<file path="src/common/cache_pkg.sv">
package cache_pkg;

    // cache geometry
    localparam int DATA_WIDTH       = 32;   // word size
    localparam int TAG_SIZE         = 21;
    localparam int CACHE_ADDR_WIDTH = 9;    // set index width
    localparam int BYTE_OFFSET      = 2;
    localparam int RAM_ADDR_WIDTH   = 32;
    localparam int NUM_SETS         = 512;

    // lru + 2 x (valid, dirty, tag, data) = 1 + 2 * (1 + 1 + 21 + 32)
    localparam int SET_SIZE         = 111;

    // word index into main memory, taken from address bits 13..2
    localparam int MEM_ADDR_WIDTH   = 12;

    typedef logic [DATA_WIDTH-1:0]       word_t;
    typedef logic [TAG_SIZE-1:0]         tag_t;
    typedef logic [CACHE_ADDR_WIDTH-1:0] set_idx_t;

    // one way of a set
    typedef struct packed {
        logic  valid;
        logic  dirty;   // word differs from main memory
        tag_t  tag;
        word_t data;
    } way_t;

    // field view of a set line, msb first
    typedef struct packed {
        logic lru;      // 1 when way 1 is the next victim
        way_t way1;
        way_t way0;
    } set_fields_t;

    // stored as a flat vector, decoded by field in the controller
    typedef union packed {
        logic [SET_SIZE-1:0] raw;
        set_fields_t         fields;
    } set_line_u;

endpackage

</file>
<file path="src/common/axi_lite_pkg.sv">
package axi_lite_pkg;

    localparam int AXI_ADDR_WIDTH = 32;
    localparam int AXI_DATA_WIDTH = 32;

    typedef logic [1:0] resp_t;

    // only okay is ever returned by this slave
    localparam resp_t RESP_OKAY = 2'b00;

endpackage

</file>
<file path="src/common/cache_req_if.sv">
`timescale 1ns/1ns

interface cache_req_if;
    import cache_pkg::*;

    // request, one at a time
    logic                      req_valid;
    logic                      req_ready;
    logic                      req_we;      // 1 = write, 0 = read
    logic [RAM_ADDR_WIDTH-1:0] req_addr;
    word_t                     req_wdata;

    // single-cycle response pulse
    logic                      rsp_valid;
    word_t                     rsp_rdata;

    modport front (
        output req_valid,
        output req_we,
        output req_addr,
        output req_wdata,
        input  req_ready,
        input  rsp_valid,
        input  rsp_rdata
    );

    modport back (
        input  req_valid,
        input  req_we,
        input  req_addr,
        input  req_wdata,
        output req_ready,
        output rsp_valid,
        output rsp_rdata
    );

endinterface

</file>
<file path="src/rtl/axi_lite_slave.sv">
`timescale 1ns/1ns

module axi_lite_slave (
    input  logic                                clk,
    input  logic                                rst_n,

    // write address and data
    input  logic [axi_lite_pkg::AXI_ADDR_WIDTH-1:0] awaddr,
    input  logic                                awvalid,
    output logic                                awready,
    input  logic [axi_lite_pkg::AXI_DATA_WIDTH-1:0] wdata,
    input  logic                                wvalid,
    output logic                                wready,

    // write response
    output axi_lite_pkg::resp_t                 bresp,
    output logic                                bvalid,
    input  logic                                bready,

    // read address and data
    input  logic [axi_lite_pkg::AXI_ADDR_WIDTH-1:0] araddr,
    input  logic                                arvalid,
    output logic                                arready,
    output logic [axi_lite_pkg::AXI_DATA_WIDTH-1:0] rdata,
    output axi_lite_pkg::resp_t                 rresp,
    output logic                                rvalid,
    input  logic                                rready,

    cache_req_if.front                          req
);
    import axi_lite_pkg::*;

    enum logic [1:0] {ST_IDLE, ST_REQ, ST_WAIT, ST_RESP} state;

    logic                      wr_accept;
    logic                      rd_accept;
    logic                      we_q;
    logic [AXI_ADDR_WIDTH-1:0] addr_q;
    logic [AXI_DATA_WIDTH-1:0] wdata_q;

    // write wins when both are pending
    assign wr_accept = (state == ST_IDLE) && awvalid && wvalid;
    assign rd_accept = (state == ST_IDLE) && arvalid && !(awvalid && wvalid);

    assign awready = wr_accept;
    assign wready  = wr_accept;
    assign arready = rd_accept;

    assign bvalid = (state == ST_RESP) && we_q;
    assign rvalid = (state == ST_RESP) && !we_q;
    assign bresp  = RESP_OKAY;
    assign rresp  = RESP_OKAY;

    assign req.req_valid = (state == ST_REQ);
    assign req.req_we    = we_q;
    assign req.req_addr  = addr_q;
    assign req.req_wdata = wdata_q;

    always_ff @(posedge clk) begin
        if (!rst_n) begin
            state <= ST_IDLE;
        end else begin
            case (state)
                ST_IDLE:  if (wr_accept || rd_accept) state <= ST_REQ;
                ST_REQ:   if (req.req_ready) state <= ST_WAIT;
                ST_WAIT:  if (req.rsp_valid) state <= ST_RESP;
                ST_RESP:  if ((bvalid && bready) || (rvalid && rready)) state <= ST_IDLE;
                default:  state <= ST_IDLE;
            endcase
        end
    end

    // captured request and read data
    always_ff @(posedge clk) begin
        if (wr_accept) begin
            we_q    <= 1'b1;
            addr_q  <= awaddr;
            wdata_q <= wdata;
        end else if (rd_accept) begin
            we_q   <= 1'b0;
            addr_q <= araddr;
        end
        if (state == ST_WAIT && req.rsp_valid) begin
            rdata <= req.rsp_rdata;   // held stable while rvalid waits
        end
    end

endmodule

</file>
<file path="src/flat_wrapper.sv">
// flat-port wrapper written by rule: the top's interface ports become plain ports
module axi_lite_slave_flat import axi_lite_pkg::*;
  (clk, rst_n, awaddr, awvalid, awready, wdata, wvalid, wready, bresp, bvalid, bready, araddr, arvalid, arready, rdata, rresp, rvalid, rready, req_req_valid, req_req_we, req_req_addr, req_req_wdata, req_req_ready, req_rsp_valid, req_rsp_rdata);
  cache_req_if req_i ();
  input  logic clk;
  input  logic rst_n;
  input  logic [axi_lite_pkg::AXI_ADDR_WIDTH-1:0] awaddr;
  input  logic awvalid;
  output logic awready;
  input  logic [axi_lite_pkg::AXI_DATA_WIDTH-1:0] wdata;
  input  logic wvalid;
  output logic wready;
  output axi_lite_pkg::resp_t bresp;
  output logic bvalid;
  input  logic bready;
  input  logic [axi_lite_pkg::AXI_ADDR_WIDTH-1:0] araddr;
  input  logic arvalid;
  output logic arready;
  output logic [axi_lite_pkg::AXI_DATA_WIDTH-1:0] rdata;
  output axi_lite_pkg::resp_t rresp;
  output logic rvalid;
  input  logic rready;
  output wire logic [$bits(req_i.req_valid)-1:0] req_req_valid;
  output wire logic [$bits(req_i.req_we)-1:0] req_req_we;
  output wire logic [$bits(req_i.req_addr)-1:0] req_req_addr;
  output wire logic [$bits(req_i.req_wdata)-1:0] req_req_wdata;
  input wire logic [$bits(req_i.req_ready)-1:0] req_req_ready;
  input wire logic [$bits(req_i.rsp_valid)-1:0] req_rsp_valid;
  input wire logic [$bits(req_i.rsp_rdata)-1:0] req_rsp_rdata;
  assign req_req_valid = req_i.req_valid;
  assign req_req_we = req_i.req_we;
  assign req_req_addr = req_i.req_addr;
  assign req_req_wdata = req_i.req_wdata;
  assign req_i.req_ready = req_req_ready;
  assign req_i.rsp_valid = req_rsp_valid;
  assign req_i.rsp_rdata = req_rsp_rdata;
  axi_lite_slave u_core (.clk(clk), .rst_n(rst_n), .awaddr(awaddr), .awvalid(awvalid), .awready(awready), .wdata(wdata), .wvalid(wvalid), .wready(wready), .bresp(bresp), .bvalid(bvalid), .bready(bready), .araddr(araddr), .arvalid(arvalid), .arready(arready), .rdata(rdata), .rresp(rresp), .rvalid(rvalid), .rready(rready), .req(req_i));
endmodule
</file>
<file path="config.mk">
export PLATFORM = sky130hd
export DESIGN_NAME = axi_lite_slave_flat
export DESIGN_NICKNAME = d
export VERILOG_FILES = /design/src/common/cache_pkg.sv /design/src/common/axi_lite_pkg.sv /design/src/common/cache_req_if.sv /design/src/rtl/axi_lite_slave.sv /design/src/flat_wrapper.sv
export SDC_FILE = /design/constraint.sdc
export NUM_CORES = 1
export LEC_CHECK = 0
export BUFFER_PORTS_ARGS = -buffer_cell sky130_fd_sc_hd__buf_2
export CORE_ASPECT_RATIO = 1.75
export CORE_MARGIN = 5
export CORE_UTILIZATION = 45
export CTS_CLUSTER_SIZE = 20
export DETAILED_ROUTE_END_ITERATION = 8
export PLACE_DENSITY_LB_ADDON = 0.25
export SETUP_SLACK_MARGIN = 0.4
export SYNTH_ARGS = -nofsm -noshare
export SYNTH_HDL_FRONTEND = slang
export SYNTH_SLANG_ARGS = --single-unit
</file>
<file path="constraint.sdc">
create_clock -name clk -period 6.6 [get_ports clk]
set_clock_uncertainty 0.1 [all_clocks]
set_input_delay 1.98 -clock clk [delete_from_list [all_inputs] [get_ports clk]]
set_output_delay 1.98 -clock clk [all_outputs]
set_load 0.03 [all_outputs]
</file>
## After elaboration in Yosys (flattened, before gate mapping)

Cells that the tools add are included.

- Register bits: 99
- Bits of input ports: 137
- Output and inout bits: 107
- Logic and storage cells: 36

- Eq/ne operators: 7
- Mux-type cells: 7
- Reduce and logical (&&, ||, !) cells: 17

Operator list:

| operator | count |
|---|---|
| 2-to-1 mux 32 bit | 2 |
| logical AND 1 bit | 10 |
| 2-to-1 mux 2 bit | 4 |
| one-hot mux 2 bit (4 select lines) | 1 |
| inequality test 2 bit, second input constant | 3 |
| equality test 2 bit, second input constant | 2 |
| AND reduction 4 bit | 1 |
| equality test 2 x 1 -> 1 bit, second input constant | 1 |
| zero test 1 bit | 2 |
| zero test 2 bit | 1 |
| logical OR 1 bit | 2 |
| inequality test 2 x 1 -> 1 bit, second input constant | 1 |
| nonzero test 2 bit | 1 |

## Depth between registers and ports, before layout

Gate-level depths: netlist of run 1.

- Depth after elaboration: 6
- Mapped depth: 6
- Mapped depth without buffers: 6

## Worst setup path before layout of run 1

OpenSTA, ideal clock, no wires.

- Kind: input -> output
- Start: input port awvalid
- End: output port wready
- Data arrival time: 3.411 ns
- Data required time: 4.520 ns
- Setup slack: 1.109 ns
- Stages: 4
- Path buffers: 2
- Cells stage by stage: nand3_4 -> buf_6 -> inv_1 -> buf_4

- Longest elaborated chain between the ends: 2

Ends and longest elaborated chain:

| item | line | source |
|---|---|---|
| start, declared | flat_wrapper.sv:8 | `input logic awvalid;` |
| logical AND 1 bit (2 in series) | axi_lite_slave.sv:42 | `assign wr_accept = (state == ST_IDLE) && awvalid && wvalid;` |
| end, declared | flat_wrapper.sv:12 | `output logic wready;` |

Every way passes these cells.

## Worst setup path in the final report of run 1

- Start: input port awvalid
- End: output port awready

- Longest elaborated chain between the ends: 2

Ends and longest elaborated chain:

| item | line | source |
|---|---|---|
| logical AND 1 bit (2 in series) | axi_lite_slave.sv:42 |  |
| end, declared | flat_wrapper.sv:9 | `output logic awready;` |

Every way passes these cells.

==> results.toml, run 1 <==
[flow_run]
cap_violations = 0

[floorplan]
die_h_um = 130
die_area_um2 = 10200
rows = 43
io_pins = 244
coreArea_um2 = 7960
die_x_um = 78.4
start_util = 0.462

[run_status]
outcome = "completed"

[route]
dr.first_iter.drc_count = 90
drc_errors = 0
postRouteAntennaNets = 0
vias = 2407
wire_per_inst_um = 17.4
dr.pass1.iters = 4
wl_um = 8920
via_per_inst = 4.69

[placement]
io_buffers = 239
dp_cells = 497
gp_congestion = 0.744
dpl.hpwl_um = 7380

[sta]
worst_pin_slew_ns = 0.545
hold_violations = 0
finalCritPeriodShare = 0.710
maxSlewHeadroom = 0.637
timing.setup.tns_ns = 0
period_minus_slack_ns = 4.68
drv_slew = 0
holdWs_ns = 0.404
setup_viol = 0
timing.fmax_mhz = 213
rsz0062_at_grt = "false"

[layout]
drive_above_1_share = 0.686
diodes = 0
final_cells = 513
syn_to_final_growth_pct = 41.9
final_net_count = 559

[setup_path]
cp_common_cell = "buf_2"
arrival_ns = 2.60
critical_path.endpoint = "awready"
start_kind = "input port"
critPathMaxFanout = 4
crit_chain = "buf_2 -> nand3_4 -> inv_1 -> buf_2"
slowest_delay_ns = 0.23
critPathLaunch = "awvalid"
ff2ff_path_depth = 6
rr_startpoint = "u_core.state[0]"
r2r_slack_ns = 4.51
r2r_end = "u_core.req.req_addr[5]"
required_ns = 4.52
slowest_stage = "buf_2"
worstSetupPathType = "in2out"
end_kind = "output pin"

[synthesis]
synthCells = 169
syn-cell-area_um2 = 3680
avgSynthCellArea_um2 = 21.8
ys.warnings.count = 0
synth.distinct_cells = 19
synth-seq-cells = 99
synth_seq_area_share = 0.799

[power]
p_clk_frac = 0.235
power_density_nw_per_um2 = 374
p_int_mw = 1.29
swShare = 0.339
power.leakage_nw = 2.41
seqPwrFrac = 0.453
p_comb_frac = 0.312
p_sw_mw = 0.662
peakVddDrop_mv = 0.340

[clock_tree]
insertion_delay_ns = 0.33
cts_made_buffers = 9
cts.path.max_buffers = 2
cts_resized = 0
clock-root-buffer = "clkbuf_16"
h-tree-depth = 3
clkTransAtPathRegs_ns = 0.06
postCtsSetupBuffers = 0
cts_tree = "done"
clock_sinks = 99
cts_hold_buf = 0

[global_routing]
grtUsageTotal = 0.170
antenna_found_initial = 0
grt_pass1_wl_um = 12700
grt_max_degree = 35
grt_pass1_vias = 2491
grt-ovfl-total = 0

[min_path]
hp-start = "u_core.state[1]"
hold_class = "reg2reg"
worst min-delay path by stage:
stage | to | depth (start not counted)
floorplan | u_core.state[1] | 2
global placement | u_core.state[1] | 2
detailed placement | u_core.state[1] | 2
CTS | u_core.state[1] | 2
global route | u_core.state[1] | 2
finish | u_core.state[1] | 2
cell type report:
class,instances,area [um2]
well taps,90,113
flip-flops and latches,99,2940
multi-input cells,59,656
fillers,589,2740
clock buffers,11,233
clock inverters,5,30.0
repair buffers,243,1230
inverters,6,22.5
registers in the layout (all words and copies together) (netlist names):
register and count:
u_core.rdata 32, u_core.req.req_addr 32, u_core.req.req_wdata 32, u_core.req.req_we 1, u_core.state 2
metal layers:
layer	routed length, um	part of all wire	global-route usage	up-vias
met1	2720	0.30	0.157	1098
met2	4780	0.54	0.311	159
met5	0	0	0	-
met3	1190	0.13	0.0758	15
li1	-	-	-	1135
met4	226	0.025	0.0886	0
metrics by stage:
| stage | instance area [um2] | utilization | power (mW) | worst slack (ns) |
|---|---|---|---|---|
| 2_1_floorplan | 3690 | - | 1.32 | 1.11 |
| 3_3_place_gp | 4960 | 0.623 | 1.51 | 1.92 |
| 3_5_place_dp | 4960 | 0.623 | 1.52 | 1.90 |
| 4_1_cts | 5220 | 0.656 | 1.98 | 1.90 |
| 5_1_grt | 5220 | 0.656 | 2.04 | 1.87 |
| 6_report | 5220 | 0.656 | 1.95 | 1.92 |
synth_stat cells (all sizes together):
cell type | instances | area [um2]
dfxtp | 3 | 60.1
mux2 | 32 | 462
nor2b | 1 | 6.26
and2 | 2 | 12.5
o21ai | 1 | 5.00
nand3 | 1 | 17.5
mux2i | 3 | 30.0
inv | 6 | 22.5
nand2 | 7 | 26.3
buf | 8 | 71.3
a21oi | 1 | 5.00
edfxtp | 96 | 2880
conb | 1 | 3.75
ha | 4 | 50.1
o22ai | 1 | 6.26
a211oi | 2 | 20.0
cells in the final DEF, fill, tap and decap left out:
cell and count:
mux2_4 27, clkinv_1 1, mux2i_1 3, mux2_2 5, clkbuf_1 2, clkinv_2 2
a21oi_1 1, o22ai_1 1, and2_1 2, nand2_1 7, o21ai_0 1, conb_1 4
dfxtp_1 3, clkbuf_16 9, buf_4 4, a211oi_2 1, ha_1 4, nor2b_1 1
clkinvlp_4 1, nand3_4 1, buf_2 239, inv_1 6, clkinv_4 1, a211oi_1 1
edfxtp_1 96
cell families (layout without fill, tap and decap cells):
kind of cell	count (synthesis)	in the layout	synth area share
AO/OA/AOI/OAI	5	5	0.00986
adder cells (fa/ha/maj)	4	4	0.0136
buffers and inverters	14	265	0.0255
flip-flops	99	99	0.799
multiplexers	35	35	0.134
other	1	4	0.00102
AND/OR/NAND/NOR	11	11	0.0170
power groups by stage:
stage	clock, mW	sequential (mW)	combinational (mW)
2_1_floorplan	0	1.12	0.203
5_1_grt	0.491	0.897	0.647
3_3_place_gp	0	0.896	0.614
6_report	0.458	0.885	0.609
4_1_cts	0.474	0.888	0.621
3_5_place_dp	0	0.899	0.621
worst max-delay path, delay by kind of cell:
kind | cells | cell delay (ns)
buf+inv | 3 | 0.53
simple gates | 1 | 0.09
Note: power is estimated with default switching activity, not from simulation.
==> run 2, diff against run 1 <==
- CORE_UTILIZATION: 45 -> 38
- clock period: 6.6 -> 4 ns (I/O delays scaled with it)
==> results.toml, run 2 (synthesized netlist as in run 1, its figures left out) <==
[run_status]
outcome = "completed"

[layout]
mostFrequentLayoutCells = "239 x buf_2, 96 x edfxtp_1, 27 x mux2_4, 9 x clkbuf_16, 7 x nand2_1"
diodes = 0
fillers = 790
final_cell_area_um2 = 5320
multiInputGateArea_um2 = 656
mostFrequentLayoutCell = "buf_2"
drive_above_1_share = 0.695
final_net_count = 559
ff_latch_area_um2 = 2940
syn_to_final_growth_pct = 44.6

[global_routing]
grtUsageTotal = 0.158
grt_pass1_vias = 2646
grt_pass1_wl_um = 14000
grt-ovfl-total = 0
antenna_found_initial = 0
grt_max_degree = 35

[floorplan]
rows = 47
start_util = 0.389
die_h_um = 140
die_area_um2 = 11800
coreArea_um2 = 9470
io_pins = 244
die_x_um = 84.4

[sta]
finalCritPeriodShare = 0.826
period_minus_slack_ns = 3.31
setup_viol = 0
rsz0062_at_grt = "false"
timing.setup.tns_ns = 0
drv_slew = 0
hold_violations = 0
maxSlewHeadroom = 0.616
worst_pin_slew_ns = 0.576
timing.fmax_mhz = 302

[placement]
gp_congestion = 0.888
placed_cell_area_um2 = 5000
io_buffers = 239
dpl.hpwl_um = 7820

[setup_path]
arrival_ns = 2.01
start_kind = "input port"
required_ns = 2.70
end_kind = "output pin"
worstSetupPathType = "in2out"
critPathMaxFanout = 15

[clock_tree]
cts_made_buffers = 9
cts_hold_buf = 0
clock-root-buffer = "clkbuf_16"
cts_tree = "done"
postCtsSetupBuffers = 0
cts_resized = 0
clkTransAtPathRegs_ns = 0.06
h-tree-depth = 3
insertion_delay_ns = 0.33
clock_sinks = 99
cts.path.max_buffers = 2

[power]
seqPwrFrac = 0.434
p_clk_frac = 0.264
peakVddDrop_mv = 0.342
p_sw_mw = 1.14
power.leakage_nw = 2.43
swShare = 0.340
p_comb_frac = 0.302
power_density_nw_per_um2 = 630
p_int_mw = 2.21

[min_path]
hold_class = "reg2reg"

[route]
dr.first_iter.drc_count = 78
vias = 2388
wire_per_inst_um = 17.3
wl_um = 9430
dr.pass1.iters = 4
via_per_inst = 4.38
drc_errors = 0
postRouteAntennaNets = 0

[flow_run]
cap_violations = 0
[run 2: area by class of cell]
type                       instances  area share
clock inverter                     7      0.0174
timing repair buffer             243       0.230
tap                              122      0.0287
clock buffer                       9      0.0423
sequential                        99       0.553
inverter                           6     0.00494
multi-input combinational         59       0.123
[run 2: final timing paths]
path | end | slack (ns) | cells past startpoint | startpoint
max | awready | 0.69 | 4 | awvalid
min | u_core.state[0] | 0.40 | 2 | u_core.state[0]
max reg2reg | u_core.req.req_addr[17] | 1.57 | 6 | u_core.state[0]
min reg2reg | u_core.state[0] | 0.40 | 2 | u_core.state[0]
[run 2: per-stage QoR]
step	power [mW]	instances	hold slack, ns	setup slack (ns)	util
after global routing	3.51	545	0.445	0.633	0.562
final	3.35	545	0.404	0.694	0.562
after detailed placement	2.51	529	0.405	0.662	0.528
after CTS	3.40	545	0.413	0.660	0.562
after global placement	2.49	529	0.380	0.669	0.528
after floorplan	2.19	172	0.368	0.331	-
[run 2: power by group through the flow]
stage	clock network (mW)	logic (mW)	registers (mW)
after floorplan	0	0.340	1.85
after global placement	0	1.01	1.48
after detailed placement	0	1.03	1.48
after CTS	0.914	1.03	1.46
after global routing	0.957	1.07	1.48
final	0.886	1.01	1.46
[run 2: metal layers]
| metal | routed length (um) | vias to the layer above | track usage |
|---|---|---|---|
| li1 | - | 1140 | - |
| met1 | 2980 | 1078 | 0.151 |
| met2 | 5140 | 153 | 0.290 |
| met3 | 1040 | 17 | 0.0635 |
| met4 | 278 | 0 | 0.0734 |
| met5 | 0 | - | 0 |
[run 2: critical path, cell delays in order]
cell	delay [ns]
buf_2	0.12
nand3_4	0.10
clkinvlp_4	0.29
buf_2	0.29
==> run 3, diff against run 2 <==
- CORE_UTILIZATION: 38 -> 42
- clock period: 4 -> 3.1 ns (I/O delays scaled with it)
==> results.toml, run 3 (synthesized netlist as in run 1, its figures left out) <==
[run_status]
outcome = "completed"

[setup_path]
worstSetupPathType = "reg2out"
start_kind = "flip-flop"
required_ns = 2.07
arrival_ns = 1.52
critPathMaxFanout = 4
end_kind = "output pin"

[clock_tree]
cts.path.max_buffers = 2
cts_made_buffers = 9
clock_sinks = 99
cts_tree = "done"
insertion_delay_ns = 0.33
h-tree-depth = 3
cts_hold_buf = 0
cts_resized = 0
postCtsSetupBuffers = 0
clkTransAtPathRegs_ns = 0.06
clock-root-buffer = "clkbuf_16"

[route]
via_per_inst = 4.45
dr.pass1.iters = 4
wire_per_inst_um = 16.7
wl_um = 9050
vias = 2408
drc_errors = 0
dr.first_iter.drc_count = 78
postRouteAntennaNets = 0

[floorplan]
die_x_um = 80.8
start_util = 0.427
rows = 45
die_area_um2 = 10800
die_h_um = 134
io_pins = 244
coreArea_um2 = 8610

[sta]
worst_pin_slew_ns = 0.549
finalCritPeriodShare = 0.822
hold_violations = 0
maxSlewHeadroom = 0.634
rsz0062_at_grt = "false"
timing.fmax_mhz = 392
drv_slew = 0
setup_viol = 0
timing.final.ws_setup_ns = 0.552
period_minus_slack_ns = 2.55

[power]
power_density_nw_per_um2 = 799
peakVddDrop_mv = 0.599
power.leakage_nw = 2.42

[global_routing]
grt_pass1_vias = 2572
grtUsageTotal = 0.166
grt_pass1_wl_um = 13000
grt-ovfl-total = 0
antenna_found_initial = 0
grt_max_degree = 35

[layout]
final_cells = 541
final_net_count = 561
mostFrequentLayoutCells = "239 x buf_2, 96 x edfxtp_1, 27 x mux2_4, 9 x clkbuf_16, 7 x nand2_1"
fillers = 701
drive_above_1_share = 0.691
final_cell_area_um2 = 5300
mostFrequentLayoutCell = "buf_2"
diodes = 0
syn_to_final_growth_pct = 43.8

[placement]
placed_cell_area_um2 = 5010
gp_congestion = 0.787
place_ws_ns = 0.545
dp_cells = 526
io_buffers = 239
dpl.hpwl_um = 7560

[min_path]
hold_class = "reg2reg"

[flow_run]
cap_violations = 0
run 3: worst max-delay path, stage by stage, from the launching register on:
cell,delay (ns)
dfxtp_1,0.39
inv_1,0.08
ha_1,0.27
nand3_4,0.10
clkinvlp_4,0.14
buf_2,0.20
run 3: power breakdown:
part,switching [mW],leakage [nW],internal (mW)
combinational,0.895,1.36,0.412
sequential,0.0770,0.920,1.81
clock,0.430,0.132,0.613
total,1.40,2.42,2.83
run 3: final cells by class:
class / count / area (um2) / area share
clock buffer: 9 / 225 / 0.0425
clock inverter: 6 / 57.6 / 0.0109
inverter: 6 / 26.3 / 0.00496
multi-input combinational: 59 / 656 / 0.124
sequential: 99 / 2940 / 0.556
tap: 117 / 146 / 0.0276
timing repair buffer: 245 / 1240 / 0.234
run 3: worst paths after layout:
check	slack (ns)	to	startpoint	cells past startpoint
worst max register to register	0.97	u_core.req.req_addr[7]	u_core.state[0]	6
worst min-delay path	0.40	u_core.req.req_we	u_core.req.req_we	2
worst max-delay path	0.55	wready	u_core.state[0]	5
worst min register to register	0.40	u_core.req.req_we	u_core.req.req_we	2
run 3: stage by stage:
step                      power (mW)  hold slack (ns)  utilization  setup TNS (ns)
after floorplan                 2.82            0.368            -         -0.0290
after global placement          3.22            0.377        0.582               0
after detailed placement        3.24            0.393        0.582               0
after CTS                       4.30            0.404        0.615               0
after global routing            4.44            0.432        0.615               0
final                           4.23            0.403        0.615               0
run 3: routing by layer:
layer	vias up	part of all wire	global-route usage
li1	1139	-	-
met4	0	0.017	0.0855
met3	10	0.13	0.0612
met1	1094	0.32	0.166
met2	165	0.54	0.293
met5	-	0	0
