===== src/common/cache_pkg.sv =====
package cache_pkg;

    // cache geometry
    localparam int DATA_WIDTH       = 32;   // word size
    localparam int TAG_SIZE         = 21;
    localparam int CACHE_ADDR_WIDTH = 9;    // set index width
    localparam int BYTE_OFFSET      = 2;
    localparam int RAM_ADDR_WIDTH   = 32;
    localparam int NUM_SETS         = 512;

    // lru + 2 x (valid, dirty, tag, data) = 1 + 2 * (1 + 1 + 21 + 32)
    localparam int SET_SIZE         = 111;

    // word index into main memory, taken from address bits 13..2
    localparam int MEM_ADDR_WIDTH   = 12;

    typedef logic [DATA_WIDTH-1:0]       word_t;
    typedef logic [TAG_SIZE-1:0]         tag_t;
    typedef logic [CACHE_ADDR_WIDTH-1:0] set_idx_t;

    // one way of a set
    typedef struct packed {
        logic  valid;
        logic  dirty;   // word differs from main memory
        tag_t  tag;
        word_t data;
    } way_t;

    // field view of a set line, msb first
    typedef struct packed {
        logic lru;      // 1 when way 1 is the next victim
        way_t way1;
        way_t way0;
    } set_fields_t;

    // stored as a flat vector, decoded by field in the controller
    typedef union packed {
        logic [SET_SIZE-1:0] raw;
        set_fields_t         fields;
    } set_line_u;

endpackage


===== src/common/cache_req_if.sv =====
`timescale 1ns/1ns

interface cache_req_if;
    import cache_pkg::*;

    // request, one at a time
    logic                      req_valid;
    logic                      req_ready;
    logic                      req_we;      // 1 = write, 0 = read
    logic [RAM_ADDR_WIDTH-1:0] req_addr;
    word_t                     req_wdata;

    // single-cycle response pulse
    logic                      rsp_valid;
    word_t                     rsp_rdata;

    modport front (
        output req_valid,
        output req_we,
        output req_addr,
        output req_wdata,
        input  req_ready,
        input  rsp_valid,
        input  rsp_rdata
    );

    modport back (
        input  req_valid,
        input  req_we,
        input  req_addr,
        input  req_wdata,
        output req_ready,
        output rsp_valid,
        output rsp_rdata
    );

endinterface


===== src/cache/two_way_cache_controller.sv =====
`timescale 1ns/1ns

module two_way_cache_controller (
    // access being served
    input  logic                                we,
    input  cache_pkg::word_t                    wd,
    input  cache_pkg::set_idx_t                 target_set,
    input  cache_pkg::tag_t                     target_tag,

    // stored line and refill word
    input  cache_pkg::set_line_u                set_data,
    input  cache_pkg::word_t                    rd_from_ram,

    output logic                                hit,
    output cache_pkg::word_t                    data_out,

    // line to commit
    output cache_pkg::set_line_u                updated_set_data,
    output logic                                we_cache,

    // victim write-back
    output cache_pkg::word_t                    evicted_word,
    output logic [cache_pkg::RAM_ADDR_WIDTH-1:0] evicted_ram_addr,
    output logic                                we_to_ram
);
    import cache_pkg::*;

    way_t       ways     [2];
    way_t       new_ways [2];
    logic [1:0] hits;
    logic       victim_way;
    logic       chosen_way;   // way that ends up holding the word

    assign ways[0] = set_data.fields.way0;
    assign ways[1] = set_data.fields.way1;

    assign hits[0] = ways[0].valid && (ways[0].tag == target_tag);
    assign hits[1] = ways[1].valid && (ways[1].tag == target_tag);
    assign hit     = |hits;

    // fill an empty way 1 first, otherwise follow lru
    assign victim_way = !ways[1].valid || set_data.fields.lru;

    assign we_to_ram        = !hit && ways[victim_way].valid && ways[victim_way].dirty;
    assign evicted_word     = ways[victim_way].data;
    assign evicted_ram_addr = {ways[victim_way].tag, target_set, {BYTE_OFFSET{1'b0}}};

    always_comb begin
        new_ways   = ways;
        chosen_way = hits[1];
        if (!hit) begin
            // refill the victim, clean until a write marks it
            chosen_way                  = victim_way;
            new_ways[victim_way].valid  = 1'b1;
            new_ways[victim_way].dirty  = 1'b0;
            new_ways[victim_way].tag    = target_tag;
            new_ways[victim_way].data   = rd_from_ram;
        end

        data_out = new_ways[chosen_way].data;

        if (we) begin
            new_ways[chosen_way].data  = wd;
            new_ways[chosen_way].dirty = 1'b1;
        end
    end

    // lru points away from the way just used
    assign updated_set_data.fields = '{
        lru:  ~chosen_way,
        way1: new_ways[1],
        way0: new_ways[0]
    };

    assign we_cache = (updated_set_data.raw != set_data.raw);

endmodule


===== src/cache/cache_sequencer.sv =====
`timescale 1ns/1ns

module cache_sequencer (
    input  logic                                 clk,
    input  logic                                 rst_n,

    cache_req_if.back                            req,

    // set array
    output logic                                 rd_en,
    output cache_pkg::set_idx_t                  rd_idx,
    output logic                                 wr_en,
    output cache_pkg::set_idx_t                  wr_idx,
    output cache_pkg::set_line_u                 wr_line,
    input  cache_pkg::set_line_u                 rd_line,

    // main memory
    output logic                                 mem_en,
    output logic                                 mem_we,
    output logic [cache_pkg::MEM_ADDR_WIDTH-1:0] mem_addr,
    output cache_pkg::word_t                     mem_wdata,
    input  cache_pkg::word_t                     mem_rdata
);
    import cache_pkg::*;

    enum logic [2:0] {
        ST_IDLE,
        ST_LOOKUP,
        ST_EVALUATE,
        ST_WRITEBACK,
        ST_REFILL,
        ST_COMMIT
    } state;

    logic                      refill_phase;  // 0: issue read, 1: data back
    logic                      we_q;
    logic [RAM_ADDR_WIDTH-1:0] addr_q;
    word_t                     wdata_q;
    set_line_u                 line_q;
    word_t                     refill_q;

    logic                      hit;
    logic                      we_to_ram;
    logic                      we_cache;
    word_t                     data_out;
    word_t                     evicted_word;
    logic [RAM_ADDR_WIDTH-1:0] evicted_ram_addr;
    set_line_u                 updated_line;

    two_way_cache_controller u_ctrl (
        .we               (we_q),
        .wd               (wdata_q),
        .target_set       (addr_q[BYTE_OFFSET +: CACHE_ADDR_WIDTH]),
        .target_tag       (addr_q[RAM_ADDR_WIDTH-1 -: TAG_SIZE]),
        .set_data         (line_q),
        .rd_from_ram      (refill_q),
        .hit              (hit),
        .data_out         (data_out),
        .updated_set_data (updated_line),
        .we_cache         (we_cache),
        .evicted_word     (evicted_word),
        .evicted_ram_addr (evicted_ram_addr),
        .we_to_ram        (we_to_ram)
    );

    assign req.req_ready = (state == ST_IDLE);
    assign req.rsp_valid = (state == ST_COMMIT);
    assign req.rsp_rdata = data_out;

    // set read starts with the accepted request
    assign rd_en   = (state == ST_IDLE) && req.req_valid;
    assign rd_idx  = req.req_addr[BYTE_OFFSET +: CACHE_ADDR_WIDTH];
    assign wr_en   = (state == ST_COMMIT) && we_cache;   // skip unchanged lines
    assign wr_idx  = addr_q[BYTE_OFFSET +: CACHE_ADDR_WIDTH];
    assign wr_line = updated_line;

    assign mem_en    = (state == ST_WRITEBACK) || (state == ST_REFILL && !refill_phase);
    assign mem_we    = (state == ST_WRITEBACK);
    assign mem_addr  = mem_we ? evicted_ram_addr[BYTE_OFFSET +: MEM_ADDR_WIDTH]
                              : addr_q[BYTE_OFFSET +: MEM_ADDR_WIDTH];
    assign mem_wdata = evicted_word;

    always_ff @(posedge clk) begin
        if (!rst_n) begin
            state        <= ST_IDLE;
            refill_phase <= 1'b0;
        end else begin
            case (state)
                ST_IDLE:     if (req.req_valid) state <= ST_LOOKUP;
                ST_LOOKUP:   state <= ST_EVALUATE;
                ST_EVALUATE: begin
                    if (hit)            state <= ST_COMMIT;
                    else if (we_to_ram) state <= ST_WRITEBACK;   // dirty victim first
                    else                state <= ST_REFILL;
                end
                ST_WRITEBACK: state <= ST_REFILL;
                ST_REFILL: begin
                    refill_phase <= !refill_phase;
                    if (refill_phase) state <= ST_COMMIT;
                end
                ST_COMMIT:   state <= ST_IDLE;
                default:     state <= ST_IDLE;
            endcase
        end
    end

    always_ff @(posedge clk) begin
        if (state == ST_IDLE && req.req_valid) begin
            we_q    <= req.req_we;
            addr_q  <= req.req_addr;
            wdata_q <= req.req_wdata;
        end
        if (state == ST_LOOKUP) line_q <= rd_line;
        if (state == ST_REFILL && refill_phase) refill_q <= mem_rdata;
    end

endmodule


===== src/flat_wrapper.sv =====
// flat-port wrapper written by rule: the top's interface ports become plain ports
module cache_sequencer_flat import cache_pkg::*;
  (clk, rst_n, rd_en, rd_idx, wr_en, wr_idx, wr_line, rd_line, mem_en, mem_we, mem_addr, mem_wdata, mem_rdata, req_req_valid, req_req_we, req_req_addr, req_req_wdata, req_req_ready, req_rsp_valid, req_rsp_rdata);
  cache_req_if req_i ();
  input  logic clk;
  input  logic rst_n;
  output logic rd_en;
  output cache_pkg::set_idx_t rd_idx;
  output logic wr_en;
  output cache_pkg::set_idx_t wr_idx;
  output cache_pkg::set_line_u wr_line;
  input  cache_pkg::set_line_u rd_line;
  output logic mem_en;
  output logic mem_we;
  output logic [cache_pkg::MEM_ADDR_WIDTH-1:0] mem_addr;
  output cache_pkg::word_t mem_wdata;
  input  cache_pkg::word_t mem_rdata;
  input wire logic [$bits(req_i.req_valid)-1:0] req_req_valid;
  input wire logic [$bits(req_i.req_we)-1:0] req_req_we;
  input wire logic [$bits(req_i.req_addr)-1:0] req_req_addr;
  input wire logic [$bits(req_i.req_wdata)-1:0] req_req_wdata;
  output wire logic [$bits(req_i.req_ready)-1:0] req_req_ready;
  output wire logic [$bits(req_i.rsp_valid)-1:0] req_rsp_valid;
  output wire logic [$bits(req_i.rsp_rdata)-1:0] req_rsp_rdata;
  assign req_i.req_valid = req_req_valid;
  assign req_i.req_we = req_req_we;
  assign req_i.req_addr = req_req_addr;
  assign req_i.req_wdata = req_req_wdata;
  assign req_req_ready = req_i.req_ready;
  assign req_rsp_valid = req_i.rsp_valid;
  assign req_rsp_rdata = req_i.rsp_rdata;
  cache_sequencer u_core (.clk(clk), .rst_n(rst_n), .req(req_i), .rd_en(rd_en), .rd_idx(rd_idx), .wr_en(wr_en), .wr_idx(wr_idx), .wr_line(wr_line), .rd_line(rd_line), .mem_en(mem_en), .mem_we(mem_we), .mem_addr(mem_addr), .mem_wdata(mem_wdata), .mem_rdata(mem_rdata));
endmodule

===== config.mk =====
export PLATFORM = sky130hd
export DESIGN_NAME = cache_sequencer_flat
export DESIGN_NICKNAME = d
export VERILOG_FILES = /design/src/common/cache_pkg.sv /design/src/common/cache_req_if.sv /design/src/cache/two_way_cache_controller.sv /design/src/cache/cache_sequencer.sv /design/src/flat_wrapper.sv
export SDC_FILE = /design/constraint.sdc
export NUM_CORES = 1
export LEC_CHECK = 0
export BUFFER_PORTS_ARGS = -buffer_cell sky130_fd_sc_hd__buf_2
export CAP_MARGIN = 20
export CELL_PAD_IN_SITES_DETAIL_PLACEMENT = 1
export CELL_PAD_IN_SITES_GLOBAL_PLACEMENT = 2
export CORE_ASPECT_RATIO = 0.6
export CORE_MARGIN = 2
export CORE_UTILIZATION = 30
export DETAILED_ROUTE_END_ITERATION = 12
export PLACE_DENSITY_LB_ADDON = 0.1
export SYNTH_ARGS = -nofsm -noshare
export SYNTH_HDL_FRONTEND = slang
export SYNTH_SLANG_ARGS = --single-unit

===== constraint.sdc =====
create_clock -name clk -period 8.95 [get_ports clk]
set_input_delay 0.4475 -clock clk [delete_from_list [all_inputs] [get_ports clk]]
set_output_delay 0.4475 -clock clk [all_outputs]
set_load 0.02 [all_outputs]

* Yosys cells after proc, flatten, opt, wreduce, memory -nomap -nowiden
Cells that the tools add are included.
** Storage, ports and cells
- Bits in registers :: 212
- Bits in latches :: 0
- Memory bits (writable) :: 0
- ROM bits :: 0
- Bits of input ports :: 211
- Output and inout bits :: 211
- Word-level logic and storage cells :: 75
- Memories kept :: 0
** Cells by class
- $add $sub $neg :: 0
- Multiply operators :: 0
- Divide/modulo/power cells :: 0
- $lt $le $gt $ge :: 4
- Equal/unequal tests :: 10
- Shift-type cells :: 0
- Multiplexer cells :: 33
- Bitwise logic cells :: 3
- Reduce and logical (&&, ||, !) cells :: 18
** Operators by type and width (number)
- 110-bit bitwise mux :: 6
- 55-bit demux with 1-bit select :: 6
- 110-bit 2-to-1 mux :: 2
- 55-bit 2-to-1 mux :: 4
- 32-bit 2-to-1 mux :: 5
- 111-bit inequality test :: 1
- 54-bit 2-to-1 mux :: 2
- 53-bit 2-to-1 mux :: 1
- 21-bit == test :: 2
- 3-bit one-hot mux with 5 select lines :: 1
- 12-bit 2-to-1 mux :: 1
- 3-bit 2-to-1 mux :: 4
- 1-bit logical AND :: 10
- 3-bit by 2-bit == test with 1-bit output, second input constant :: 2
- 3-bit == test, second input constant :: 2
- 2-bit greater-or-equal comparator, second input constant :: 2
- 2-bit by 1-bit less-than comparator with 1-bit output, second input constant :: 2
- 1-bit inverter with 2-bit output :: 2
- 3-bit by 1-bit == test with 1-bit output, second input constant :: 1
- 1-bit logical NOT :: 3
- 3-bit logical NOT :: 1
- 1-bit logical OR :: 2
- 2-bit by 1-bit inequality test with 1-bit output, second input constant :: 1
- 2-bit inequality test, second input constant :: 1
- other kinds (4) :: 4

* Depth between registers and ports, before layout
Gate-level depths: netlist of run 1.
- Depth after elaboration :: 17
- Gate-level depth with buffers :: 11
- Mapped depth without buffers :: 10

* Modules after synthesis
Synthesis of run 1 repeated with hierarchy kept, for this count alone.
** Unflattened totals
- Cells, all modules :: 1051
- Area, all modules :: 11609.9 um^2
** Modules (own cells, without submodules)
- cache_sequencer :: times used 1, cells each 271, area each 6797.8 um^2, sequential area each 6266.0 um^2
- two_way_cache_controller :: times used 1, cells each 780, area each 4812.1 um^2, sequential area each 0.0 um^2

* Least setup slack after synthesis of run 1
No wires, ideal clock.
- Path type :: reg-to-reg
- Start point :: register u_core.state[0] in the netlist's numbering
- End point :: register u_core.line_q[0] in the netlist's numbering, enable pin
- Library setup time :: 0.593 ns
- Arrival :: 5.464 ns
- Required time :: 8.357 ns
- Slack :: 2.892 ns
- Stages on the path, launching flop included :: 3
- Buffers on the path :: 0
- Cells stage by stage :: dfxtp_1 > nor2b_1 > nor2b_1
** On the way
- Cells in the longest elaborated chain, start to end :: 1
** RTL lines
- start, declared :: RTL line cache_sequencer.sv:33 : } state;
- start signal, assigned :: RTL line cache_sequencer.sv:85 : state <= ST_IDLE;
- start signal, assigned :: RTL line cache_sequencer.sv:89 : ST_IDLE: if (req.req_valid) state <= ST_LOOKUP;
- start signal, assigned :: RTL line cache_sequencer.sv:90 : ST_LOOKUP: state <= ST_EVALUATE;
- 3-bit by 1-bit == test with 1-bit output :: RTL line cache_sequencer.sv:113 : if (state == ST_LOOKUP) line_q <= rd_line;
- end signal, assigned :: RTL line cache_sequencer.sv:113
- end, declared :: RTL line cache_sequencer.sv:39 : set_line_u line_q;
No other way between the ends.
A chain may end at the register's enable or synchronous reset.

* Final worst setup path of run 1
- Start point :: register u_core.addr_q[29]
- End point :: output wr_en
** On the way
- Cells in the longest elaborated chain, start to end :: 14
** RTL lines
- start, declared :: RTL line cache_sequencer.sv:37 : logic [RAM_ADDR_WIDTH-1:0] addr_q;
- start signal, assigned :: RTL line cache_sequencer.sv:110 : addr_q <= req.req_addr;
- 21-bit == test (on tied branches) :: RTL line two_way_cache_controller.sv:37, two_way_cache_controller.sv:38
- 1-bit logical AND (on tied branches) :: RTL line two_way_cache_controller.sv:37, two_way_cache_controller.sv:38
- 2-bit OR reduction :: RTL line two_way_cache_controller.sv:39 : assign hit = |hits;
- 1-bit 2-to-1 mux :: RTL line two_way_cache_controller.sv:51 : if (!hit) begin
- 1-bit inverter with 2-bit output (implied by the code) :: RTL line two_way_cache_controller.sv:63, two_way_cache_controller.sv:64
- 2-bit greater-or-equal comparator (implied by the code) or 2-bit by 1-bit less-than comparator with 1-bit output (tied branches) :: RTL line two_way_cache_controller.sv:63, two_way_cache_controller.sv:64
- 1-bit logical AND (implied by the code) :: RTL line two_way_cache_controller.sv:63, two_way_cache_controller.sv:64
- 32-bit 2-to-1 mux (implied by the code) :: RTL line two_way_cache_controller.sv:63 : new_ways[chosen_way].data = wd;
- 55-bit demux with 1-bit select :: RTL line two_way_cache_controller.sv:63
- 110-bit bitwise mux :: RTL line two_way_cache_controller.sv:63
- 110-bit bitwise mux :: RTL line two_way_cache_controller.sv:64 : new_ways[chosen_way].dirty = 1'b1;
- 110-bit 2-to-1 mux :: RTL line two_way_cache_controller.sv:62 : if (we) begin
- 111-bit inequality test (*) :: RTL line two_way_cache_controller.sv:75 : assign we_cache = (updated_set_data.raw != set_data.raw);
- 1-bit logical AND (*) :: RTL line cache_sequencer.sv:73 : assign wr_en = (state == ST_COMMIT) && we_cache;
- end, declared :: RTL line flat_wrapper.sv:9 : output logic wr_en;
Every way passes the cells marked *; elsewhere a longest branch is shown, timed or not.

==> impl_metrics.csv, run 1 <==
group,metric,value,unit
cts,cts.sinks,210,
synthesis,synth-adder-area-share,0,%
sta,setup-tns-final,0,ns
status,outcome,"finished clean",
critical_path,slowest_stage,"nor4_1",
cts,cts_resized,0,
min_path,hold_end,"u_core.line_q[86]",
synthesis,synth_seq_cells,210,
cts,clkTransAtPathRegs,0.07,ns
cts,post_cts_buffers,0,
power_and_ir_drop,total_leakage_power,0.00635,uW
synthesis,synth-simple-area-share,14.3,%
sta,min_period,4.97,ns
synthesis,yosysTopAreaCell,"edfxtp_1",
cts,cts-hold-fix-buffers,0,
detailed_routing,num_vias,10549,
floorplanning,coreArea,38100,um^2
final_layout,drive_gt1_share,33.2,%
synthesis,async_flop_share,0,%
global_routing,grt_use_met2,38.6,%
detailed_routing,routed_via_density,5.17,
floorplanning,fp-row-count,55,
detailed_routing,finalWirelength,53700,um
cts,root_buffer,"clkbuf_16",
final_layout,area_delta_synth_final,27.2,%
synthesis,synth_common_cells,"nand2_1, edfxtp_1, nor2_1",
global_routing,grt_usage,25.8,%
sta,finClkSkew,0.0110,ns
sta,tightest_slew,1.08,ns
sta,setup_slack,3.98,ns
power_and_ir_drop,p_seq_share,44.6,%
synthesis,syn-cell-area,11700,um^2
critical_path,reg2reg_to,"u_core.state[0]",
detailed_routing,avgRoutedWirePerCell,26.3,um
sta,slew_viol_final,0,
critical_path,worstSetupEndpointType,"output pin",
detailed_routing,ant_nets,0,
synthesis,synth_top_family_by_area,"simple AND/OR/NAND/NOR gates",
synthesis,syn_area_per_cell,10.3,um^2
critical_path,crit_path_cell_trace,"xnor2_1 -> nand2_1 -> nor4_1 -> nand2_2 -> buf_4 -> a211oi_1 -> a221oi_2 -> nand2b_1 -> o2111ai_1 -> o21a_1 -> buf_2",
critical_path,worstSetupPathType,"reg2out",
synthesis,yosysMostFrequentCell,"nand2_1",
sta,hold_violations,0,
synthesis,synth_fp_nets,1351,
synthesis,yosys.area_share.xor_xnor,7.26,%
min_path,min-delay-start,"rd_line[86]",
global_routing,grt_pass1_vias,10534,
critical_path,reg2reg_setup_slack,5.43,ns
cts,cts_made_buffers,23,
power_and_ir_drop,peakVddDrop,0.107,mV
floorplanning,die_h,157,um
critical_path,max_stage_delay,0.74,ns
global_routing,antenna_found_initial,2,
cts,clock_path_buffers,3,
synthesis,ys_types,67,
global_routing,grt_util_met1,39.2,%
critical_path,worstRegToRegCells,8,
power_and_ir_drop,clkPwrFrac,34.6,%
synthesis,synthMuxAreaShare,6.58,%
sta,max_freq,201,MHz
global_routing,grt_first_pass_wirelength,75400,um
min_path,holdPathStages,1,
sta,rsz0062_at_grt,"false",
cts,clock_latency,0.53,ns
synthesis,ys_seq_area_share,53.5,%
final_layout,fillers,4357,
floorplanning,start_util,30.8,%
critical_path,cp-start-kind,"flop",
floorplanning,ioPinCount,422,
critical_path,crit_path_max_fanout,37,
global_routing,met3_usage,4.98,%
final_layout,final_util,39.1,%
critical_path,reg2reg_from,"u_core.addr_q[29]",
placement,dpl.hpwl,40200,um
synthesis,synth.top_cell.area_share,52.9,%
critical_path,cp.required,8.50,ns
sta,maxSlewHeadroom,28.3,%
detailed_routing,initialDrtViolationCount,695,
synthesis,netlist_instances,1140,
placement,portBuffers,419,
synthesis,synth_compound_area_share,12.9,%
final_layout,final_nets,1723,
synthesis,yosys_warnings,0,
critical_path,crit_arrival,4.53,ns
power_and_ir_drop,p_sw_share,31.7,%
synthesis,synth_edf_count,206,
sta,fin_crit_sh,55.6,%
cts,htree_num_levels,1,
floorplanning,dieArea,40700,um^2
detailed_routing,drtPass1Iterations,5,
cts,cts_tree,"yes",
global_routing,grt_overflow,0,
global_routing,busiest_layer,"met1",
detailed_routing,drc,0,
synthesis,yosys_most_used_dff,"edfxtp_1",
power_and_ir_drop,p_switching,885,uW
power_and_ir_drop,combPwrFrac,20.8,%
floorplanning,die_x,259,um
power_and_ir_drop,p_per_area,188,nW/um^2
power_and_ir_drop,intPower,1910,uW
job,drv_cap,0,
min_path,hp-class,"in2reg",
placement,gp_congestion,0.875,
global_routing,grt_max_degree,66,
placement,dp_worst_setup_slack,4.53,ns
sta,finalSetupViolCount,0,
synthesis,synth.area.top_cells,"edfxtp_1, nand2_1, mux2i_1",
-- worst max-delay path by stage --
stage	depth (start not counted)	end	from	slack (ns)
detailed placement	11	wr_en	u_core.addr_q[29]	4.53
CTS	11	wr_en	u_core.addr_q[29]	3.95
global route	11	wr_en	u_core.addr_q[13]	3.64
floorplan	2	u_core.line_q[0]	u_core.state[0]	2.89
finish	11	wr_en	u_core.addr_q[29]	3.98
global placement	11	wr_en	u_core.addr_q[29]	4.52
-- routing by layer --
| metal | up-vias | part of all wire, % |
|---|---|---|
| li1 | 4844 | - |
| met1 | 5300 | 49 |
| met2 | 371 | 43 |
| met3 | 34 | 7.0 |
| met4 | 0 | 1.2 |
| met5 | - | 0 |
-- kinds of logic after synthesis --
logic type,Yosys count
and+or+nand+nor,378
AOI/OAI and AO/OA,248
DFF,210
buffers and inverters,133
xor gates and xnor gates,97
muxes,74
-- worst max-delay path, delay by kind of cell, from the launching register on --
family / cells / cell delay (ns)
compound gates: 4 / 0.68
xor+xnor: 1 / 0.40
buf+inv: 2 / 0.68
flops: 1 / 0.46
simple gates: 4 / 1.76
-- cell type report --
type / instances / area (um^2) / area share, %
Sequential cell: 210 / 6270 / 42.1
Multi-Input combinational cell: 797 / 4860 / 32.6
Timing Repair Buffer: 435 / 2220 / 14.9
Tap cell: 513 / 642 / 4.31
Clock buffer: 27 / 591 / 3.97
Inverter: 45 / 169 / 1.14
Clock inverter: 12 / 131 / 0.883
Antenna cell: 3 / 7.51 / 0.0504
-- flip-flops by register name, indices dropped and copies added (netlist names) --
name and count:
u_core.refill_phase 1, u_core.refill_q 32, u_core.state 3, u_core.wdata_q 32
u_core.line_q 111, u_core.we_q 1, u_core.addr_q 30
-- per-stage QoR --
stage / area, um^2 / instances / hold WS (ns) / total power [uW]
6_report: 14900 / 2042 / 0.0897 / 2790
2_1_floorplan: 11700 / 1140 / 0.481 / 1580
5_1_grt: 14900 / 2040 / 0.0683 / 2900
3_5_place_dp: 14100 / 1999 / 0.534 / 1840
3_3_place_gp: 14100 / 1999 / 0.534 / 1840
4_1_cts: 14900 / 2038 / 0.0662 / 2820
-- placed cells by master, fill, tap and decap left out, types with 4 or more instances in the layout --
master     instances
a211oi_1           5
a21oi_1           72
a221oi_1           6
a22oi_1           11
a31oi_1           19
and2_1             4
buf_2            419
buf_4             16
clkbuf_1           4
clkbuf_16         23
clkinv_1           6
dfxtp_1            4
edfxtp_1         206
inv_1             43
mux2_2            23
mux2i_1           51
nand2_1          209
nand3_1            6
nand4_1           16
nor2_1            80
nor3_1             7
nor4_1            18
o21ai_0           51
o21ai_1           21
o221ai_1           4
o22ai_1           23
xnor2_1           42
xor2_1            55
-- power by group through the flow --
| stage | clock network [uW] | registers (uW) | logic (uW) |
|---|---|---|---|
| floorplan | 0 | 1240 | 339 |
| global placement | 0 | 1260 | 577 |
| detailed placement | 0 | 1260 | 579 |
| CTS | 991 | 1240 | 582 |
| global route | 1020 | 1250 | 621 |
| finish | 965 | 1250 | 580 |
No activity file was read; power rests on OpenSTA's default activity.
==> run 2: changes to the inputs <==
Settings changed: ABC_AREA set to 1, CORE_UTILIZATION 30 to 25.
Clock period 8.95 ns to 4.5 ns, I/O delays scaled along.
==> run 2 against run 1 <==
  * Synthesized area increased by 4.9%
  * Hold slack better by 0.019 ns
  * Sequential power is 120% higher
  * Combinational power rose to 5.8 times the previous value
  * Die area is 25% higher
  * Routed wire length is 11% higher
  * Synthesized cell count grew 39%
  * Utilization is 2.0 points lower
  * Global-route usage down 3.0 points
  * Design area is 20% higher
  * First-iteration DRC count fell by 1.2%
  * Non-clock buffer count up 215
==> impl_metrics.csv, run 2 <==
group,metric,value,unit
final_layout,reg_top3,"u_core.line_q: 111 flops, u_core.refill_q: 32 flops, u_core.wdata_q: 32 flops",
critical_path,cp-start-kind,"flop",
final_layout,largest_reg_flops,111,
critical_path,worstSetupPathType,"reg2out",
sta,rsz0062_at_grt,"false",
detailed_routing,drtPass1Iterations,5,
power_and_ir_drop,peakVddDrop,0.271,mV
critical_path,crit_arrival,4.01,ns
global_routing,antenna_found_initial,2,
synthesis,ys_seq_area_share,51.0,%
detailed_routing,finalWirelength,59500,um
floorplanning,die_h,176,um
global_routing,grt_usage,22.8,%
sta,finClkSkew,0.0217,ns
cts,cts_tree,"yes",
critical_path,crit_path_end,"wr_en",
global_routing,grt_pass1_vias,13508,
synthesis,synth.area.top_cells,"edfxtp_1, nand2_1, nand3_1",
synthesis,synth_edf_count,206,
synthesis,yosysMostFrequentCell,"nand2_1",
placement,portBuffers,419,
synthesis,synth.top_cell.area_share,50.4,%
floorplanning,coreArea,48200,um^2
floorplanning,fp-row-count,62,
detailed_routing,routed_via_density,4.64,
synthesis,yosysTopAreaCell,"edfxtp_1",
critical_path,reg2reg_from,"u_core.line_q[109]",
final_layout,layout_common_cells,"nand2_1, buf_2, dlygate4sd3_1",
synthesis,synth_common_cells,"nand2_1, edfxtp_1, nand3_1",
sta,max_freq,236,MHz
cts,cts_made_buffers,26,
global_routing,grt_max_degree,77,
cts,cts.sinks,210,
floorplanning,die_x,290,um
critical_path,reg2reg_to,"u_core.state[2]",
sta,setup-tns-final,0,ns
min_path,holdPathStages,3,
critical_path,worstRegToRegCells,8,
final_layout,final_cells,2839,
power_and_ir_drop,p_per_area,460,nW/um^2
final_layout,fillers,5915,
floorplanning,start_util,25.5,%
detailed_routing,initialDrtViolationCount,687,
critical_path,crit_path_cell_trace,"inv_2 -> nand2_1 -> nand2_1 -> nor2_1 -> nand2_1 -> nor2_1 -> nand3_4 -> nand2_2 -> nand2_4 -> nand2_2 -> buf_12 -> nand3_1 -> nand3_1 -> nand2_1 -> nor2_1 -> nand2_1 -> nor2_1 -> nand3_1 -> nor2_1 -> a21oi_1 -> buf_2",
min_path,min-delay-start,"req_req_valid",
sta,maxSlewHeadroom,33.9,%
synthesis,yosys_most_used_dff,"edfxtp_1",
critical_path,max_stage_delay,0.44,ns
global_routing,grt_overflow,0,
critical_path,path_delay_family,"simple AND/OR/NAND/NOR gates",
synthesis,synth_seq_cells,210,
synthesis,async_flop_share,0,%
global_routing,grt_first_pass_wirelength,86200,um
placement,gp_congestion,0.847,
power_and_ir_drop,total_leakage_power,0.00854,uW
status,outcome,"finished clean",
min_path,hp-class,"in2reg",
final_layout,area_delta_synth_final,45.6,%
detailed_routing,num_vias,13165,
cts,clock_latency,0.57,ns
critical_path,reg2reg_setup_slack,2.23,ns
critical_path,critPathLaunch,"u_core.addr_q[18]",
detailed_routing,drc,0,
sta,finalSetupViolCount,0,
sta,fin_crit_sh,94.1,%
cts,clkTransAtPathRegs,0.07,ns
critical_path,slowest_stage,"edfxtp_1",
final_layout,final_nets,2391,
placement,dpl.hpwl,42200,um
synthesis,ys_types,32,
critical_path,path_depth,21,
floorplanning,dieArea,50900,um^2
synthesis,netlist_instances,1587,
synthesis,syn-cell-area,12300,um^2
placement,dp.cells,2585,
cts,root_buffer,"clkbuf_16",
floorplanning,ioPinCount,422,
sta,hold_violations,0,
critical_path,worstSetupEndpointType,"output pin",
sta,min_period,4.24,ns
synthesis,synth_fp_nets,1798,
final_layout,drive_gt1_share,23.7,%
power_and_ir_drop,power,8220,uW
synthesis,syn_area_per_cell,7.73,um^2
job,drv_cap,0,
critical_path,crit_path_max_fanout,57,
critical_path,cp.required,4.28,ns
final_layout,largest_register,"u_core.line_q",
sta,slew_viol_final,0,
critical_path,crit_buf_inv,3,
final_layout,final_util,37.1,%
final_layout,final_common_cell,"nand2_1",
detailed_routing,ant_nets,0,
cts,clock_path_buffers,3,
sta,tightest_slew,0.992,ns
detailed_routing,avgRoutedWirePerCell,21.0,um
cts,htree_num_levels,1,
synthesis,yosys_warnings,0,
[run 2: area by class of cell]
cell class	count	area, um^2	area share (%)
repair buffers	650	4450	24.9
clock inverters	15	115	0.644
multi-input cells	1106	4840	27.1
flip-flops and latches	210	6270	35.1
inverters	186	707	3.95
well taps	640	801	4.48
clock buffers	31	691	3.86
diodes	1	2.50	0.0140
[run 2: worst min-delay path by stage]
| stage | end | slack, ns |
|---|---|---|
| after floorplan | u_core.addr_q[10] | 0.32 |
| after global placement | u_core.line_q[77] | 0.40 |
| after detailed placement | u_core.line_q[26] | 0.40 |
| after CTS | u_core.state[0] | 0.05 |
| after global routing | u_core.state[0] | 0.17 |
| final | u_core.state[0] | 0.11 |
[run 2: layer usage]
| layer | up-vias | part of all wire (%) | global-route usage, % |
|---|---|---|---|
| met5 | - | 0 | 0 |
| met4 | 0 | 2.1 | 4.90 |
| met3 | 77 | 3.6 | 2.90 |
| met2 | 306 | 45 | 36.7 |
| met1 | 6430 | 49 | 32.9 |
| li1 | 6352 | - | - |
[run 2: through the flow]
step	setup WS [ns]	area, um^2	hold WS (ns)
global placement	0.773	15000	0.401
global route	0.0242	17900	0.168
CTS	0.108	17900	0.0532
finish	0.264	17900	0.109
floorplan	0.183	12300	0.324
detailed placement	0.710	15000	0.403
[run 2: what timing repair did]
item	4_1_cts	5_1_grt
hold endpoints to repair	209	0
hold buffers	207	0
setup buffers	0	0
endpoints found under the setup margin	0	1
gates resized for setup	0	6
[run 2: kinds of logic (layout without fill, tap and decap cells)]
kind of cell / count (synthesis) / in the layout / share of synthesized area, %
simple gates: 960 / 960 / 32.6
buf+inv: 271 / 882 / 9.94
flops: 210 / 210 / 51.0
compound gates: 141 / 141 / 6.05
xor+xnor: 5 / 5 / 0.357
other cells: 0 / 1 / 0
[run 2: worst register-to-register path, cell delays in order, from the launching register on]
cell and delay, ns:
edfxtp_1 0.43, inv_1 0.22, nor2_4 0.06, inv_1 0.09, buf_4 0.40, nor2_1 0.12
a31oi_1 0.43, o21ai_0 0.26, a31oi_1 0.18
[run 2: power breakdown]
| group | leakage (uW) | switching [uW] | internal (uW) | total, uW |
|---|---|---|---|---|
| registers | 0.00195 | 210 | 2530 | 2740 |
| logic | 0.00619 | 2380 | 996 | 3370 |
| clock network | 0.000398 | 902 | 1190 | 2100 |
| total | 0.00854 | 3490 | 4730 | 8220 |
==> run 3: changes to the inputs <==
Settings changed: CORE_UTILIZATION 25 to 28.
Clock period 4.5 ns to 4.3 ns, I/O delays scaled along.
==> run 3 against run 2 <==
  * Via count about the same
  * Design area about the same
  * Highest routed layer unchanged
  * First-iteration DRC count up 20%
  * Largest cell class unchanged
  * Combinational power up 6%
  * Global-route usage up 2.1 points
  * Largest power group unchanged
==> impl_metrics.csv, run 3 (synthesis results as in run 2) <==
group,metric,value,unit
status,outcome,"finished clean",
sta,finalSetupViolCount,0,
detailed_routing,drtPass1Iterations,5,
detailed_routing,routed_via_density,4.72,
job,drv_cap,0,
cts,clock_path_buffers,3,
final_layout,final_common_cell,"nand2_1",
floorplanning,dieArea,45600,um^2
final_layout,drive_gt1_share,24.3,%
cts,htree_num_levels,1,
placement,portBuffers,419,
critical_path,crit_buf_inv,4,
global_routing,grt_overflow,0,
floorplanning,start_util,28.4,%
cts,cts.sinks,210,
global_routing,grt_usage,25.0,%
critical_path,critPathLaunch,"u_core.addr_q[14]",
final_layout,final_nets,2402,
power_and_ir_drop,peakVddDrop,0.235,mV
floorplanning,coreArea,43300,um^2
global_routing,antenna_found_initial,2,
detailed_routing,finalWirelength,57800,um
cts,cts_made_buffers,25,
min_path,min-delay-start,"req_req_valid",
sta,min_period,4.06,ns
critical_path,reg2reg_from,"u_core.state[1]",
final_layout,finalInstanceArea,17900,um^2
placement,dpl.hpwl,42000,um
final_layout,area_delta_synth_final,45.5,%
global_routing,grt_max_degree,71,
sta,finClkSkew,0.0123,ns
global_routing,grt_first_pass_wirelength,85000,um
critical_path,worstSetupEndpointType,"output pin",
detailed_routing,initialDrtViolationCount,827,
detailed_routing,drc,0,
power_and_ir_drop,total_leakage_power,0.00856,uW
critical_path,crit_arrival,3.85,ns
critical_path,cp.required,4.09,ns
critical_path,path_delay_family,"simple AND/OR/NAND/NOR gates",
critical_path,crit_path_max_fanout,20,
min_path,hp-class,"in2reg",
critical_path,crit_path_cell_trace,"inv_2 -> nand2_1 -> nand2_1 -> nor2_1 -> nand3_1 -> nor2_2 -> nand3_4 -> nand2_4 -> nand2_2 -> inv_4 -> buf_12 -> nand2_1 -> nand3_1 -> nand2_1 -> nor2_1 -> nand2_1 -> nor2_1 -> nand3_1 -> nor2_1 -> a21oi_1 -> buf_2",
detailed_routing,num_vias,13155,
floorplanning,fp-row-count,59,
critical_path,slowest_stage,"edfxtp_1",
final_layout,fillers,5355,
final_layout,largest_register,"u_core.line_q",
sta,maxSlewHeadroom,39.5,%
sta,fin_crit_sh,94.5,%
detailed_routing,avgRoutedWirePerCell,20.7,um
cts,clkTransAtPathRegs,0.06,ns
critical_path,worstSetupPathType,"reg2out",
sta,tightest_slew,0.905,ns
power_and_ir_drop,power,8400,uW
placement,gp_congestion,0.855,
sta,rsz0062_at_grt,"false",
power_and_ir_drop,p_per_area,471,nW/um^2
cts,clock_latency,0.55,ns
sta,slew_viol_final,0,
critical_path,cp-start-kind,"flop",
critical_path,crit_top_cell,"nand2_1",
sta,hold_violations,0,
final_layout,layout_common_cells,"nand2_1, buf_2, dlygate4sd3_1",
final_layout,seq_area,6270,um^2
final_layout,reg_top3,"u_core.line_q: 111 flops, u_core.refill_q: 32 flops, u_core.wdata_q: 32 flops",
floorplanning,die_x,274,um
critical_path,max_stage_delay,0.38,ns
placement,postPlaceCellArea,15000,um^2
global_routing,grt_pass1_vias,13729,
cts,cts_tree,"yes",
floorplanning,die_h,166,um
detailed_routing,ant_nets,0,
sta,max_freq,246,MHz
final_layout,multi_input_area,4860,um^2
cts,root_buffer,"clkbuf_16",
final_layout,largest_reg_flops,111,
floorplanning,ioPinCount,422,
[run 3: cell types whose count changed in the layout (fill, tap and decap cells not counted), sizes merged]
cell,before,now
inv,185,184
bufinv,2,0
clkbuf,31,32
clkinv,13,11
buf,443,455
[run 3: through the flow]
| step | instances | TNS, ns | setup slack (ns) | hold WS, ns | utilization (%) |
|---|---|---|---|---|---|
| floorplan | 1587 | -1.06 | -0.0168 | 0.314 | - |
| global placement | 2534 | 0 | 0.554 | 0.391 | 34.6 |
| detailed placement | 2534 | 0 | 0.532 | 0.393 | 34.6 |
| CTS | 2785 | 0 | 0.0190 | 0.0302 | 41.1 |
| global route | 2785 | 0 | 0.0154 | 0.0979 | 41.3 |
| finish | 2786 | 0 | 0.238 | 0.0484 | 41.3 |
[run 3: timing repair]
| action | in CTS | in global routing |
|---|---|---|
| hold buffers | 207 | 0 |
| buffers inserted | 2 | 0 |
| cloned | 0 | 0 |
| pin swaps | 1 | 0 |
| endpoints found under the hold margin | 208 | 0 |
| gates resized for setup | 1 | 22 |
| setup endpoints to repair | 1 | 1 |
[run 3: path summary, 6_finish.rpt]
check	end	slack (ns)	cells past startpoint
hold reg to reg	u_core.refill_phase	0.48	2
setup / recovery	wr_en	0.24	21
hold / removal	u_core.state[0]	0.05	3
setup reg to reg	u_core.refill_q[26]	2.06	6
[run 3: layout make-up]
cell class | instances | share of cell area (%)
flip-flops and latches | 210 | 35.1
multi-input cells | 1106 | 27.2
repair buffers | 662 | 25.6
well taps | 579 | 4.06
inverters | 186 | 3.97
clock buffers | 32 | 3.76
clock inverters | 10 | 0.238
diodes | 1 | 0.0140
[run 3: worst reg2reg max path, cell delays in order (launching register included)]
cell and delay, ns:
dfxtp_1 0.35, nor2_1 0.15, inv_1 0.07, nor2_1 0.13, inv_1 0.11, nor2_4 0.64
buf_4 0.45
[run 3: power breakdown]
part / leakage, uW / switching, uW / internal (uW)
clock network: 0.000353 / 891 / 1090
logic: 0.00626 / 2470 / 1090
registers: 0.00195 / 220 / 2650
total: 0.00856 / 3580 / 4820
[run 3: per-layer routing]
layer | global-route usage (%) | share of wire [%] | up-vias
li1 | - | - | 6369
met1 | 35.6 | 48 | 6401
met2 | 40.7 | 46 | 326
met3 | 3.37 | 4.6 | 59
met4 | 4.58 | 1.8 | 0
met5 | 0 | 0 | -
